[src/alpha_decode_pkg.sv]
// covers the alpha integer subset only and gives floating point opcodes no encoding of their own
`default_nettype none

package alpha_decode_pkg;

	// ******************************
	// major opcodes and pal functions
	// ******************************
	localparam logic [5:0] PAL_INST = 6'h00;
	localparam logic [25:0] PAL_HALT = 26'h555;	// pal function for halt
	localparam logic [25:0] PAL_WHAMI = 26'h03c;	// pal function for cpuid read

	localparam logic [5:0] LDA_INST = 6'h08;	// address calc only
	localparam logic [5:0] INTA_GRP = 6'h10;	// add, sub, compares
	localparam logic [5:0] INTL_GRP = 6'h11;	// logicals
	localparam logic [5:0] INTS_GRP = 6'h12;	// shifts
	localparam logic [5:0] INTM_GRP = 6'h13;	// multiply
	localparam logic [5:0] JSR_GRP = 6'h1a;	// jmp, jsr, ret, jsr_co
	localparam logic [5:0] LDQ_INST = 6'h29;
	localparam logic [5:0] LDQ_L_INST = 6'h2b;	// load locked
	localparam logic [5:0] STQ_INST = 6'h2d;
	localparam logic [5:0] STQ_C_INST = 6'h2f;	// store conditional
	localparam logic [5:0] BR_INST = 6'h30;
	localparam logic [5:0] BSR_INST = 6'h34;

	// fp conditional branches share the branch block
	localparam logic [5:0] FBEQ = 6'h31;
	localparam logic [5:0] FBLT = 6'h32;
	localparam logic [5:0] FBLE = 6'h33;
	localparam logic [5:0] FBNE = 6'h35;
	localparam logic [5:0] FBGE = 6'h36;
	localparam logic [5:0] FBGT = 6'h37;

	// ******************************
	// operate function codes
	// ******************************
	localparam logic [6:0] ADDQ = 7'h20;	// inta
	localparam logic [6:0] SUBQ = 7'h29;
	localparam logic [6:0] CMPEQ = 7'h2d;
	localparam logic [6:0] CMPLT = 7'h4d;
	localparam logic [6:0] CMPLE = 7'h6d;
	localparam logic [6:0] CMPULT = 7'h1d;
	localparam logic [6:0] CMPULE = 7'h3d;
	localparam logic [6:0] AND = 7'h00;	// intl
	localparam logic [6:0] BIC = 7'h08;
	localparam logic [6:0] BIS = 7'h20;
	localparam logic [6:0] ORNOT = 7'h28;
	localparam logic [6:0] XOR = 7'h40;
	localparam logic [6:0] EQV = 7'h48;
	localparam logic [6:0] SRL = 7'h34;	// ints
	localparam logic [6:0] SLL = 7'h39;
	localparam logic [6:0] SRA = 7'h3c;
	localparam logic [6:0] MULQ = 7'h20;	// intm

	localparam logic [4:0] ZERO_REG = 5'd31;	// r31 reads zero, writes dropped
	localparam int VCOUNT_W = 16;	// valid instruction counter width

	// ******************************
	// selects, functions, units
	// ******************************
	typedef enum logic [1:0] {
		OPA_IS_REGA = 2'h0,
		OPA_IS_MEM_DISP = 2'h1,
		OPA_IS_NOT3 = 2'h2	// constant ~3 for jump alignment
	} opa_sel_e;

	typedef enum logic [1:0] {
		OPB_IS_REGB = 2'h0,
		OPB_IS_ALU_IMM = 2'h1,
		OPB_IS_BR_DISP = 2'h2
	} opb_sel_e;

	typedef enum logic [1:0] {
		DEST_NONE = 2'h0,
		DEST_IS_REGA = 2'h1,
		DEST_IS_REGC = 2'h2
	} dest_sel_e;

	typedef enum logic [4:0] {
		ALU_ADDQ = 5'h00,	// also the noop value
		ALU_SUBQ = 5'h01,
		ALU_AND = 5'h02,
		ALU_BIC = 5'h03,
		ALU_BIS = 5'h04,
		ALU_ORNOT = 5'h05,
		ALU_XOR = 5'h06,
		ALU_EQV = 5'h07,
		ALU_SRL = 5'h08,
		ALU_SLL = 5'h09,
		ALU_SRA = 5'h0a,
		ALU_MULQ = 5'h0b,
		ALU_CMPULT = 5'h0c,
		ALU_CMPEQ = 5'h0d,
		ALU_CMPULE = 5'h0e,
		ALU_CMPLT = 5'h0f,
		ALU_CMPLE = 5'h10
	} alu_func_e;

	typedef enum logic [2:0] {
		FU_NONE = 3'h0,
		FU_ALU = 3'h1,
		FU_MULT = 3'h2,
		FU_LOAD = 3'h3,
		FU_STORE = 3'h4,
		FU_COND_BRANCH = 3'h5,
		FU_UNCOND_BRANCH = 3'h6
	} fu_sel_e;

	// ******************************
	// instruction formats
	// ******************************
	typedef struct packed {
		logic [5:0] opcode;
		logic [4:0] ra;
		logic [4:0] rb;	// upper literal bits when lit set
		logic [2:0] lit_lo;	// low literal bits, sbz otherwise
		logic lit;	// literal form of operand b
		logic [6:0] func;
		logic [4:0] rc;
	} op_fmt_t;

	typedef struct packed {
		logic [5:0] opcode;
		logic [4:0] ra;
		logic [4:0] rb;
		logic [15:0] disp;
	} mem_fmt_t;

	typedef struct packed {
		logic [5:0] opcode;
		logic [4:0] ra;
		logic [20:0] disp;	// word displacement
	} br_fmt_t;

	typedef struct packed {
		logic [5:0] opcode;
		logic [25:0] func;
	} pal_fmt_t;

	typedef union packed {
		op_fmt_t op;
		mem_fmt_t mem;
		br_fmt_t br;
		pal_fmt_t pal;
	} alpha_inst_u;

	// decoder to id stage
	typedef struct packed {
		opa_sel_e opa_sel;
		opb_sel_e opb_sel;
		dest_sel_e dest_sel;
		alu_func_e alu_func;
		fu_sel_e fu_sel;
		logic rd_mem;
		logic wr_mem;
		logic ldl_mem;
		logic stc_mem;
		logic cond_branch;
		logic uncond_branch;
		logic halt;
		logic cpuid;
		logic illegal;
	} dec_ctrl_t;

	// id stage to id/ex and beyond
	typedef struct packed {
		alpha_inst_u ir;
		logic [4:0] ra_idx;
		logic [4:0] rb_idx;
		logic [4:0] dest_idx;
		fu_sel_e fu_sel;
		alu_func_e alu_func;
		logic rd_mem;
		logic wr_mem;
		logic ldl_mem;
		logic stc_mem;
		logic cond_branch;
		logic uncond_branch;
		logic halt;
		logic cpuid;
		logic illegal;
		logic valid_inst;
	} id_packet_t;

	// bubble value of the id/ex register
	localparam id_packet_t ID_NOOP = '{
		ir: '0,
		ra_idx: ZERO_REG,
		rb_idx: ZERO_REG,
		dest_idx: ZERO_REG,
		fu_sel: FU_NONE,
		alu_func: ALU_ADDQ,
		default: 1'b0
	};

endpackage

`default_nettype wire
[src/decode_top.sv]
// one cycle from inst_i to id_ex_o, with stall and flush sampled on the same edge as the word
`default_nettype none
`timescale 1ns/1ns

module decode_top (
	input logic clk,
	input logic reset_i,	// sync, active high
	input alpha_decode_pkg::alpha_inst_u inst_i,	// from fetch
	input logic inst_valid_i,
	input logic stall_i,	// back-pressure level
	input logic flush_i,	// one cycle pulse
	output alpha_decode_pkg::id_packet_t id_ex_o,
	output logic halted_o,
	output logic [alpha_decode_pkg::VCOUNT_W-1:0] valid_count_o
);

	alpha_decode_pkg::id_packet_t id_packet;	// decode result, comb

	// ******************************
	// decode
	// ******************************
	id_stage id_stage0 (
		.inst_i(inst_i),
		.inst_valid_i(inst_valid_i),
		.id_packet_o(id_packet)
	);

	// ******************************
	// id/ex register
	// ******************************
	id_ex_latch id_ex_latch0 (
		.clk(clk),
		.reset_i(reset_i),
		.stall_i(stall_i),
		.flush_i(flush_i),
		.id_packet_i(id_packet),
		.id_ex_o(id_ex_o),
		.halted_o(halted_o),
		.valid_count_o(valid_count_o)
	);

endmodule

`default_nettype wire

[src/id_ex_latch.sv]
// a stalled input is not taken so fetch must hold it, and only reset releases the halt lock
`default_nettype none
`timescale 1ns/1ns

module id_ex_latch (
	input logic clk,
	input logic reset_i,	// sync, active high
	input logic stall_i,	// level, hold register
	input logic flush_i,	// pulse, beats stall
	input alpha_decode_pkg::id_packet_t id_packet_i,
	output alpha_decode_pkg::id_packet_t id_ex_o,
	output logic halted_o,
	output logic [alpha_decode_pkg::VCOUNT_W-1:0] valid_count_o
);

	alpha_decode_pkg::id_packet_t id_ex_q;
	logic halted_q;	// halt lock
	logic [alpha_decode_pkg::VCOUNT_W-1:0] count_q;
	logic load;	// register updates this edge
	logic take;	// incoming packet is accepted

	assign load = flush_i | ~stall_i;
	assign take = ~flush_i & ~stall_i & ~halted_q;	// bubble on flush or once halted

	// ******************************
	// pipeline register
	// ******************************
	always_ff @(posedge clk)
	begin
		if (reset_i)
			id_ex_q <= alpha_decode_pkg::ID_NOOP;
		else if (load)
			id_ex_q <= take ? id_packet_i : alpha_decode_pkg::ID_NOOP;
	end

	always_ff @(posedge clk)
	begin
		if (reset_i)
			halted_q <= 1'b0;
		else if (take & id_packet_i.valid_inst & id_packet_i.halt)
			halted_q <= 1'b1;	// rises with the halt packet
	end

	// retired count wraps silently
	always_ff @(posedge clk)
	begin
		if (reset_i)
			count_q <= '0;
		else if (take & id_packet_i.valid_inst)
			count_q <= count_q + 1'b1;
	end

	assign id_ex_o = id_ex_q;
	assign halted_o = halted_q;
	assign valid_count_o = count_q;

endmodule

`default_nettype wire

[src/id_stage.sv]
// purely combinational, so the instruction must be stable for the whole cycle it is sampled
`default_nettype none
`timescale 1ns/1ns

module id_stage (
	input alpha_decode_pkg::alpha_inst_u inst_i,
	input logic inst_valid_i,
	output alpha_decode_pkg::id_packet_t id_packet_o
);

	alpha_decode_pkg::dec_ctrl_t ctrl;	// decoder fields
	logic [4:0] ra_fld;
	logic [4:0] rb_fld;
	logic [4:0] rc_fld;

	assign ra_fld = inst_i.op.ra;	// same position in every format
	assign rb_fld = inst_i.op.rb;
	assign rc_fld = inst_i.op.rc;

	inst_decoder decoder0 (
		.inst_i(inst_i),
		.inst_valid_i(inst_valid_i),
		.ctrl_o(ctrl)
	);

	// unused operands point at r31, which never waits on a producer
	always_comb
	begin
		id_packet_o.ra_idx = (ctrl.opa_sel == alpha_decode_pkg::OPA_IS_REGA) ? ra_fld :
			alpha_decode_pkg::ZERO_REG;
		id_packet_o.rb_idx = (ctrl.opb_sel == alpha_decode_pkg::OPB_IS_REGB) ? rb_fld :
			alpha_decode_pkg::ZERO_REG;
		case (ctrl.dest_sel)
			alpha_decode_pkg::DEST_IS_REGC: id_packet_o.dest_idx = rc_fld;	// operate
			alpha_decode_pkg::DEST_IS_REGA: id_packet_o.dest_idx = ra_fld;	// loads, links
			default: id_packet_o.dest_idx = alpha_decode_pkg::ZERO_REG;	// no writeback
		endcase
	end

	assign id_packet_o.ir = inst_i;
	assign id_packet_o.fu_sel = ctrl.fu_sel;
	assign id_packet_o.alu_func = ctrl.alu_func;
	assign id_packet_o.rd_mem = ctrl.rd_mem;
	assign id_packet_o.wr_mem = ctrl.wr_mem;
	assign id_packet_o.ldl_mem = ctrl.ldl_mem;
	assign id_packet_o.stc_mem = ctrl.stc_mem;
	assign id_packet_o.cond_branch = ctrl.cond_branch;
	assign id_packet_o.uncond_branch = ctrl.uncond_branch;
	assign id_packet_o.halt = ctrl.halt;
	assign id_packet_o.cpuid = ctrl.cpuid;
	assign id_packet_o.illegal = ctrl.illegal;
	assign id_packet_o.valid_inst = inst_valid_i & ~ctrl.illegal;	// halt still counts

endmodule

`default_nettype wire

[src/inst_decoder.sv]
// decodes integer formats only; fp operate, fp branch, misc and unlisted opcodes flag illegal
`default_nettype none
`timescale 1ns/1ns

module inst_decoder (
	input alpha_decode_pkg::alpha_inst_u inst_i,
	input logic inst_valid_i,	// low gives the noop fields
	output alpha_decode_pkg::dec_ctrl_t ctrl_o
);

	always_comb
	begin
		// noop defaults, nothing read or written
		ctrl_o.opa_sel = alpha_decode_pkg::OPA_IS_MEM_DISP;	// not a register read
		ctrl_o.opb_sel = alpha_decode_pkg::OPB_IS_ALU_IMM;	// not a register read
		ctrl_o.dest_sel = alpha_decode_pkg::DEST_NONE;
		ctrl_o.alu_func = alpha_decode_pkg::ALU_ADDQ;	// zero code
		ctrl_o.fu_sel = alpha_decode_pkg::FU_NONE;
		ctrl_o.rd_mem = 1'b0;
		ctrl_o.wr_mem = 1'b0;
		ctrl_o.ldl_mem = 1'b0;
		ctrl_o.stc_mem = 1'b0;
		ctrl_o.cond_branch = 1'b0;
		ctrl_o.uncond_branch = 1'b0;
		ctrl_o.halt = 1'b0;
		ctrl_o.cpuid = 1'b0;
		ctrl_o.illegal = 1'b0;
		if (inst_valid_i)
		begin
			case (inst_i.op.opcode[5:3])	// block of eight opcodes
				3'h0:
				begin
					if (inst_i.pal.opcode != alpha_decode_pkg::PAL_INST)
						ctrl_o.illegal = 1'b1;	// only call_pal lives here
					else if (inst_i.pal.func == alpha_decode_pkg::PAL_HALT)
						ctrl_o.halt = 1'b1;
					else if (inst_i.pal.func == alpha_decode_pkg::PAL_WHAMI)
					begin
						ctrl_o.cpuid = 1'b1;
						ctrl_o.dest_sel = alpha_decode_pkg::DEST_IS_REGA;	// id lands in ra
					end
					else
						ctrl_o.illegal = 1'b1;	// other pal calls
				end
				3'h2:
				begin
					// ******************************
					// integer operate
					// ******************************
					ctrl_o.opa_sel = alpha_decode_pkg::OPA_IS_REGA;
					ctrl_o.opb_sel = inst_i.op.lit ? alpha_decode_pkg::OPB_IS_ALU_IMM :
						alpha_decode_pkg::OPB_IS_REGB;	// 8 bit literal form
					ctrl_o.dest_sel = alpha_decode_pkg::DEST_IS_REGC;
					case (inst_i.op.opcode)
						alpha_decode_pkg::INTA_GRP:
						begin
							ctrl_o.fu_sel = alpha_decode_pkg::FU_ALU;
							case (inst_i.op.func)
								alpha_decode_pkg::ADDQ: ctrl_o.alu_func = alpha_decode_pkg::ALU_ADDQ;
								alpha_decode_pkg::SUBQ: ctrl_o.alu_func = alpha_decode_pkg::ALU_SUBQ;
								alpha_decode_pkg::CMPEQ: ctrl_o.alu_func = alpha_decode_pkg::ALU_CMPEQ;
								alpha_decode_pkg::CMPLT: ctrl_o.alu_func = alpha_decode_pkg::ALU_CMPLT;
								alpha_decode_pkg::CMPLE: ctrl_o.alu_func = alpha_decode_pkg::ALU_CMPLE;
								alpha_decode_pkg::CMPULT:
									ctrl_o.alu_func = alpha_decode_pkg::ALU_CMPULT;
								alpha_decode_pkg::CMPULE:
									ctrl_o.alu_func = alpha_decode_pkg::ALU_CMPULE;
								default: ctrl_o.illegal = 1'b1;	// longword and overflow forms
							endcase
						end
						alpha_decode_pkg::INTL_GRP:
						begin
							ctrl_o.fu_sel = alpha_decode_pkg::FU_ALU;
							case (inst_i.op.func)
								alpha_decode_pkg::AND: ctrl_o.alu_func = alpha_decode_pkg::ALU_AND;
								alpha_decode_pkg::BIC: ctrl_o.alu_func = alpha_decode_pkg::ALU_BIC;
								alpha_decode_pkg::BIS: ctrl_o.alu_func = alpha_decode_pkg::ALU_BIS;
								alpha_decode_pkg::ORNOT: ctrl_o.alu_func = alpha_decode_pkg::ALU_ORNOT;
								alpha_decode_pkg::XOR: ctrl_o.alu_func = alpha_decode_pkg::ALU_XOR;
								alpha_decode_pkg::EQV: ctrl_o.alu_func = alpha_decode_pkg::ALU_EQV;
								default: ctrl_o.illegal = 1'b1;	// cmov and friends
							endcase
						end
						alpha_decode_pkg::INTS_GRP:
						begin
							ctrl_o.fu_sel = alpha_decode_pkg::FU_ALU;
							case (inst_i.op.func)
								alpha_decode_pkg::SRL: ctrl_o.alu_func = alpha_decode_pkg::ALU_SRL;
								alpha_decode_pkg::SLL: ctrl_o.alu_func = alpha_decode_pkg::ALU_SLL;
								alpha_decode_pkg::SRA: ctrl_o.alu_func = alpha_decode_pkg::ALU_SRA;
								default: ctrl_o.illegal = 1'b1;	// byte manipulation
							endcase
						end
						alpha_decode_pkg::INTM_GRP:
						begin
							ctrl_o.fu_sel = alpha_decode_pkg::FU_MULT;
							if (inst_i.op.func == alpha_decode_pkg::MULQ)
								ctrl_o.alu_func = alpha_decode_pkg::ALU_MULQ;
							else
								ctrl_o.illegal = 1'b1;	// mull, umulh
						end
						default: ctrl_o.illegal = 1'b1;	// fp operate groups
					endcase
				end
				3'h3:
				begin
					if (inst_i.op.opcode == alpha_decode_pkg::JSR_GRP)
					begin
						// all four jump hints behave the same
						ctrl_o.opa_sel = alpha_decode_pkg::OPA_IS_NOT3;
						ctrl_o.opb_sel = alpha_decode_pkg::OPB_IS_REGB;	// target in rb
						ctrl_o.alu_func = alpha_decode_pkg::ALU_AND;	// word align target
						ctrl_o.dest_sel = alpha_decode_pkg::DEST_IS_REGA;	// return address
						ctrl_o.uncond_branch = 1'b1;
						ctrl_o.fu_sel = alpha_decode_pkg::FU_UNCOND_BRANCH;
					end
					else
						ctrl_o.illegal = 1'b1;	// misc and fp transfer groups
				end
				3'h1, 3'h4, 3'h5:
				begin
					// ******************************
					// memory format
					// ******************************
					ctrl_o.opa_sel = alpha_decode_pkg::OPA_IS_MEM_DISP;
					ctrl_o.opb_sel = alpha_decode_pkg::OPB_IS_REGB;	// base register
					ctrl_o.alu_func = alpha_decode_pkg::ALU_ADDQ;	// base plus disp
					ctrl_o.dest_sel = alpha_decode_pkg::DEST_IS_REGA;
					case (inst_i.mem.opcode)
						alpha_decode_pkg::LDA_INST: ctrl_o.fu_sel = alpha_decode_pkg::FU_ALU;
						alpha_decode_pkg::LDQ_INST:
						begin
							ctrl_o.rd_mem = 1'b1;
							ctrl_o.fu_sel = alpha_decode_pkg::FU_LOAD;
						end
						alpha_decode_pkg::LDQ_L_INST:
						begin
							ctrl_o.rd_mem = 1'b1;
							ctrl_o.ldl_mem = 1'b1;	// sets the lock flag
							ctrl_o.fu_sel = alpha_decode_pkg::FU_LOAD;
						end
						alpha_decode_pkg::STQ_INST:
						begin
							ctrl_o.wr_mem = 1'b1;
							ctrl_o.dest_sel = alpha_decode_pkg::DEST_NONE;	// ra is data only
							ctrl_o.fu_sel = alpha_decode_pkg::FU_STORE;
						end
						alpha_decode_pkg::STQ_C_INST:
						begin
							ctrl_o.wr_mem = 1'b1;
							ctrl_o.stc_mem = 1'b1;	// success flag back to ra
							ctrl_o.fu_sel = alpha_decode_pkg::FU_STORE;
						end
						default: ctrl_o.illegal = 1'b1;	// ldah, byte and fp memory ops
					endcase
				end
				default:
				begin
					// branch format, blocks 6 and 7
					ctrl_o.opa_sel = alpha_decode_pkg::OPA_IS_REGA;	// compare operand
					ctrl_o.opb_sel = alpha_decode_pkg::OPB_IS_BR_DISP;
					ctrl_o.alu_func = alpha_decode_pkg::ALU_ADDQ;	// target pc
					case (inst_i.br.opcode)
						alpha_decode_pkg::FBEQ, alpha_decode_pkg::FBLT, alpha_decode_pkg::FBLE,
						alpha_decode_pkg::FBNE, alpha_decode_pkg::FBGE, alpha_decode_pkg::FBGT:
							ctrl_o.illegal = 1'b1;	// no fp register file
						alpha_decode_pkg::BR_INST, alpha_decode_pkg::BSR_INST:
						begin
							ctrl_o.dest_sel = alpha_decode_pkg::DEST_IS_REGA;	// link
							ctrl_o.uncond_branch = 1'b1;
							ctrl_o.fu_sel = alpha_decode_pkg::FU_UNCOND_BRANCH;
						end
						default:
						begin
							ctrl_o.cond_branch = 1'b1;	// blbc through bgt
							ctrl_o.fu_sel = alpha_decode_pkg::FU_COND_BRANCH;
						end
					endcase
				end
			endcase
		end
	end

endmodule

`default_nettype wire

[config.mk]
export PLATFORM = sky130hd
export DESIGN_NAME = decode_top
export DESIGN_NICKNAME = d
export VERILOG_FILES = /design/src/alpha_decode_pkg.sv /design/src/decode_top.sv /design/src/id_ex_latch.sv /design/src/id_stage.sv /design/src/inst_decoder.sv
export SDC_FILE = /design/constraint.sdc
export NUM_CORES = 1
export LEC_CHECK = 0
export ABC_AREA = 1
export BUFFER_PORTS_ARGS = -buffer_cell sky130_fd_sc_hd__buf_4
export CORE_MARGIN = 2
export CORE_UTILIZATION = 45
export CTS_BUF_LIST = sky130_fd_sc_hd__clkbuf_4 sky130_fd_sc_hd__clkbuf_8
export CTS_CLUSTER_SIZE = 20
export DETAILED_ROUTE_END_ITERATION = 6
export PLACE_DENSITY_LB_ADDON = 0.25
export SKIP_CTS_REPAIR_TIMING = 1
export SYNTH_ARGS = -nofsm -noshare
export SYNTH_HDL_FRONTEND = slang
export SYNTH_SLANG_ARGS = --single-unit
[constraint.sdc]
create_clock -name clk -period 2.7 [get_ports clk]
set_input_delay 0.54 -clock clk [delete_from_list [all_inputs] [get_ports clk]]
set_output_delay 0.54 -clock clk [all_outputs]
set_load 0.01 [all_outputs]
==> impl_summary.log <==
[metrics] status: completed
[metrics] worst r2r src: id_ex_latch0.valid_count_o[0]
[metrics] most common cell in the netlist: nand2_1
[metrics] total global routing track utilization: 25.2%
[metrics] peak per-stage delay on the critical path: 0.35 ns
[metrics] startpoint types: input pin
[metrics] Core Footprint: 8760 µm²
[metrics] warnings from Yosys: 0
[metrics] number of hold violations in the final report: 0
[metrics] number of flops mapped to enable cells by yosys: 0
[metrics] mean cell area of the mapped netlist: 6.80 µm²
[metrics] count of fill cells added during filler insertion: 824
[metrics] Final Net Count: 749
[metrics] final total negative setup slack: 0 ns
[metrics] die width: 99.3 µm
[metrics] cell types with the highest counts after synthesis: nand2_1 (176), dfxtp_1 (82), a21oi_1 (66), nor2_1 (64), nand3_1 (56)
[metrics] hold crit path type: in -> reg
[metrics] FFs w/ async S/R, synth: 0%
[metrics] Die Y-Extent: 99.3 µm
[metrics] library cell contributing the largest single delay on the critical path: ha_1
[metrics] DRT Pass-1 Iters: 5
[metrics] maximum level of the CTS H-tree: 3
[metrics] Worst R2R End: id_ex_latch0.valid_count_o[13]
[metrics] CP endpoint: id_ex_latch0.id_ex_o[18]
[metrics] Pins Over Slew Limit: 0
[metrics] top cells by area in the synthesized netlist: dfxtp_1 (40%), nand2_1 (16%), a21oi_1 (8.1%)
[metrics] largest driver fanout on the critical path: 7
[metrics] number of antenna violations at the first check in global routing: 0
[metrics] Core Rows: 34
[metrics] Post-Synthesis Net Count: 640
[metrics] fin crit share: 83.2%
[metrics] R2R cell count: 7
[metrics] Max Cap Viol: 0
[metrics] Post-Synthesis Cell Area: 4080 µm²
[metrics] number of global-route vias before repair: 4128
[metrics] sinks on the clock net: 82
[metrics] # IOs: 119
[metrics] first-pass GRT wire length: 20100 µm
[metrics] share of Yosys cell area claimed by the top area cell type: 40.2%
[metrics] Synth Instances: 600
[metrics] fraction of final layout cells sized beyond drive strength 1: 21.7%
[metrics] clock latency at the later pin of the worst-skew pair: 0.35 ns
[metrics] fraction of the yosys area taken by sequential cells: 40.2%
[metrics] post-route core utilization: 59.5%
[metrics] remaining global-route overflow: 0
[metrics] required time at the endpoint of the critical path: 2.93 ns
[metrics] clock tree from TritonCTS: built
[metrics] detailed-route vias per instance: 5.38
[metrics] residual DRC count: 0
[metrics] layout overhead on the synthesized area: 27.7%
[metrics] HPWL after DPL: 8960 µm
[metrics] clock slew at reported path FFs: 0.09 ns
[metrics] RSZ-0062 raised after global routing: false
[metrics] setup skew after layout: 0.00900 ns
[metrics] worst vdd rail ir drop: 260 µV
[metrics] chain of cells forming the critical path: buf_4 -> inv_2 -> nand3_1 -> nor2_1 -> inv_1 -> o21ai_0 -> nand4_1 -> nand3_1 -> inv_1 -> ha_1 -> a221oi_1 -> nand2_1 -> o21ai_0 -> nand2_1
[metrics] sort of element at the end of the critical path: flip-flop
[metrics] routed via count: 4418
[metrics] pin count of the biggest net entering global routing: 44
[metrics] total inserted antenna cells: 0
[metrics] final setup violation count: 0
[metrics] routed len/inst: 14.8 µm
[metrics] routability-driven placement congestion ratio: 0.908
[metrics] classification of the worst setup path: in -> reg
[metrics] cell taking the most area after synthesis: dfxtp_1
[metrics] final period demand of the worst path: 2.25 ns
[metrics] detailed-route wire length: 12200 µm
[metrics] number of antenna-violating nets in the routed design: 0
[metrics] startpoint of the most critical setup path: inst_i[30]
[metrics] synthesis-stage register bit count: 82
[metrics] number of port buffers: 118
[metrics] reg2reg setup slack: 0.96 ns
[metrics] Highest Clock Rate: 0.445 GHz
[metrics] number of CTS-inserted buffers: 9
[metrics] initial standard-cell utilization of the core: 46.6%
[metrics] number of distinct library cells after synthesis: 37
[metrics] die footprint: 9850 µm²
[metrics] CTS root buffer: clkbuf_8
[metrics] Max Buffers Root-to-Sink: 2
[metrics] reported leakage power: 0.00219 µW
[metrics] violation count after the first detailed-route iteration: 275
[metrics] power density cells: 452 nW/µm²
[metrics] Slew headroom: 57.5%
[metrics] dominant synthesized flop cell: dfxtp_1
[metrics] worst endpoint data arrival time: 2.47 ns
[metrics] transition time at the pin with the least slew margin: 0.635 ns
layout make-up:
class / count / area (µm²) / area share [%]
multi-input cells: 449 / 2160 / 41.5
flip-flops and latches: 82 / 1640 / 31.5
repair buffers: 124 / 943 / 18.1
inverters: 43 / 161 / 3.10
clock buffers: 11 / 139 / 2.66
well taps: 108 / 135 / 2.59
clock inverters: 4 / 28.8 / 0.552
placed cells by master (no fill, tap or decap), drive strengths merged, types with 2 or more instances in the layout:
master,Yosys,layout
nor3,11,11
a221oi,5,5
o21ai,20,20
nor2,68,68
ha,3,3
nor4,3,3
nand2,180,180
nand3,56,56
clkinvlp,0,2
dfxtp,82,82
xnor2,6,6
clkbuf,12,11
nand4,9,9
o211ai,4,4
inv,43,44
buf,14,124
o2111ai,2,2
xor2,8,8
a21oi,68,68
stage by stage:
stage / power (µW) / hold slack [ns] / std cells / cell area (µm²) / worst slack, ns
floorplan: 1440 / 0.490 / 600 / 4080 / 0.475
global route: 2460 / 0.441 / 821 / 5210 / 0.206
finish: 2360 / 0.443 / 821 / 5210 / 0.454
detailed placement: 1590 / 0.456 / 806 / 5040 / 0.133
CTS: 2380 / 0.435 / 821 / 5210 / 0.512
global placement: 1580 / 0.450 / 806 / 5040 / 0.250
where the power goes:
part / total (µW) / switching [µW] / internal [µW] / leakage [µW]
Combinational: 319 / 204 / 115 / 0.00145
Sequential: 1240 / 12.8 / 1230 / 0.000664
Clock: 797 / 445 / 352 / 0.0000826
kinds of logic (layout without fill, tap and decap cells):
family	Yosys count	after routing	synth area share, %
AO/OA/AOI/OAI	102	102	13.8
adder cells (fa/ha/maj)	3	3	0.919
flip-flops	82	82	40.2
AND/OR/NAND/NOR	330	330	34.9
XOR/XNOR	14	14	3.00
buffers and inverters	69	182	7.20
sequential cells by signal, summed over array words and instances, names as in the netlist:
register                    flops
id_ex_latch0.valid_count_o     16
id_ex_latch0.id_ex_o           65
id_ex_latch0.halted_o           1
routing by layer:
layer  wire length (µm)  up-vias  track usage (%)
met1               5500     2057             33.8
met5                  0        -                0
met2               5680      157             40.1
met4                106        0             7.06
li1                   -     2193                -
met3                875       11             6.68
worst min-delay path by stage:
stage | cells past startpoint | slack, ns | endpoint | from
detailed placement | 2 | 0.46 | id_ex_latch0.id_ex_o[2] | id_ex_latch0.id_ex_o[2]
floorplan | 2 | 0.49 | id_ex_latch0.id_ex_o[0] | id_ex_latch0.id_ex_o[0]
global placement | 2 | 0.45 | id_ex_latch0.id_ex_o[64] | id_ex_latch0.id_ex_o[64]
global route | 3 | 0.44 | id_ex_latch0.id_ex_o[51] | inst_i[18]
finish | 3 | 0.44 | id_ex_latch0.id_ex_o[48] | inst_i[15]
CTS | 3 | 0.43 | id_ex_latch0.id_ex_o[48] | inst_i[15]
worst max-delay path: cells and delay by family:
kind / cells / cell delay, ns
adder cells (fa/ha/maj): 1 / 0.35
AND/OR/NAND/NOR: 6 / 0.66
AO/OA/AOI/OAI: 3 / 0.51
buffers and inverters: 4 / 0.38
(Power assumes the default switching activity.)
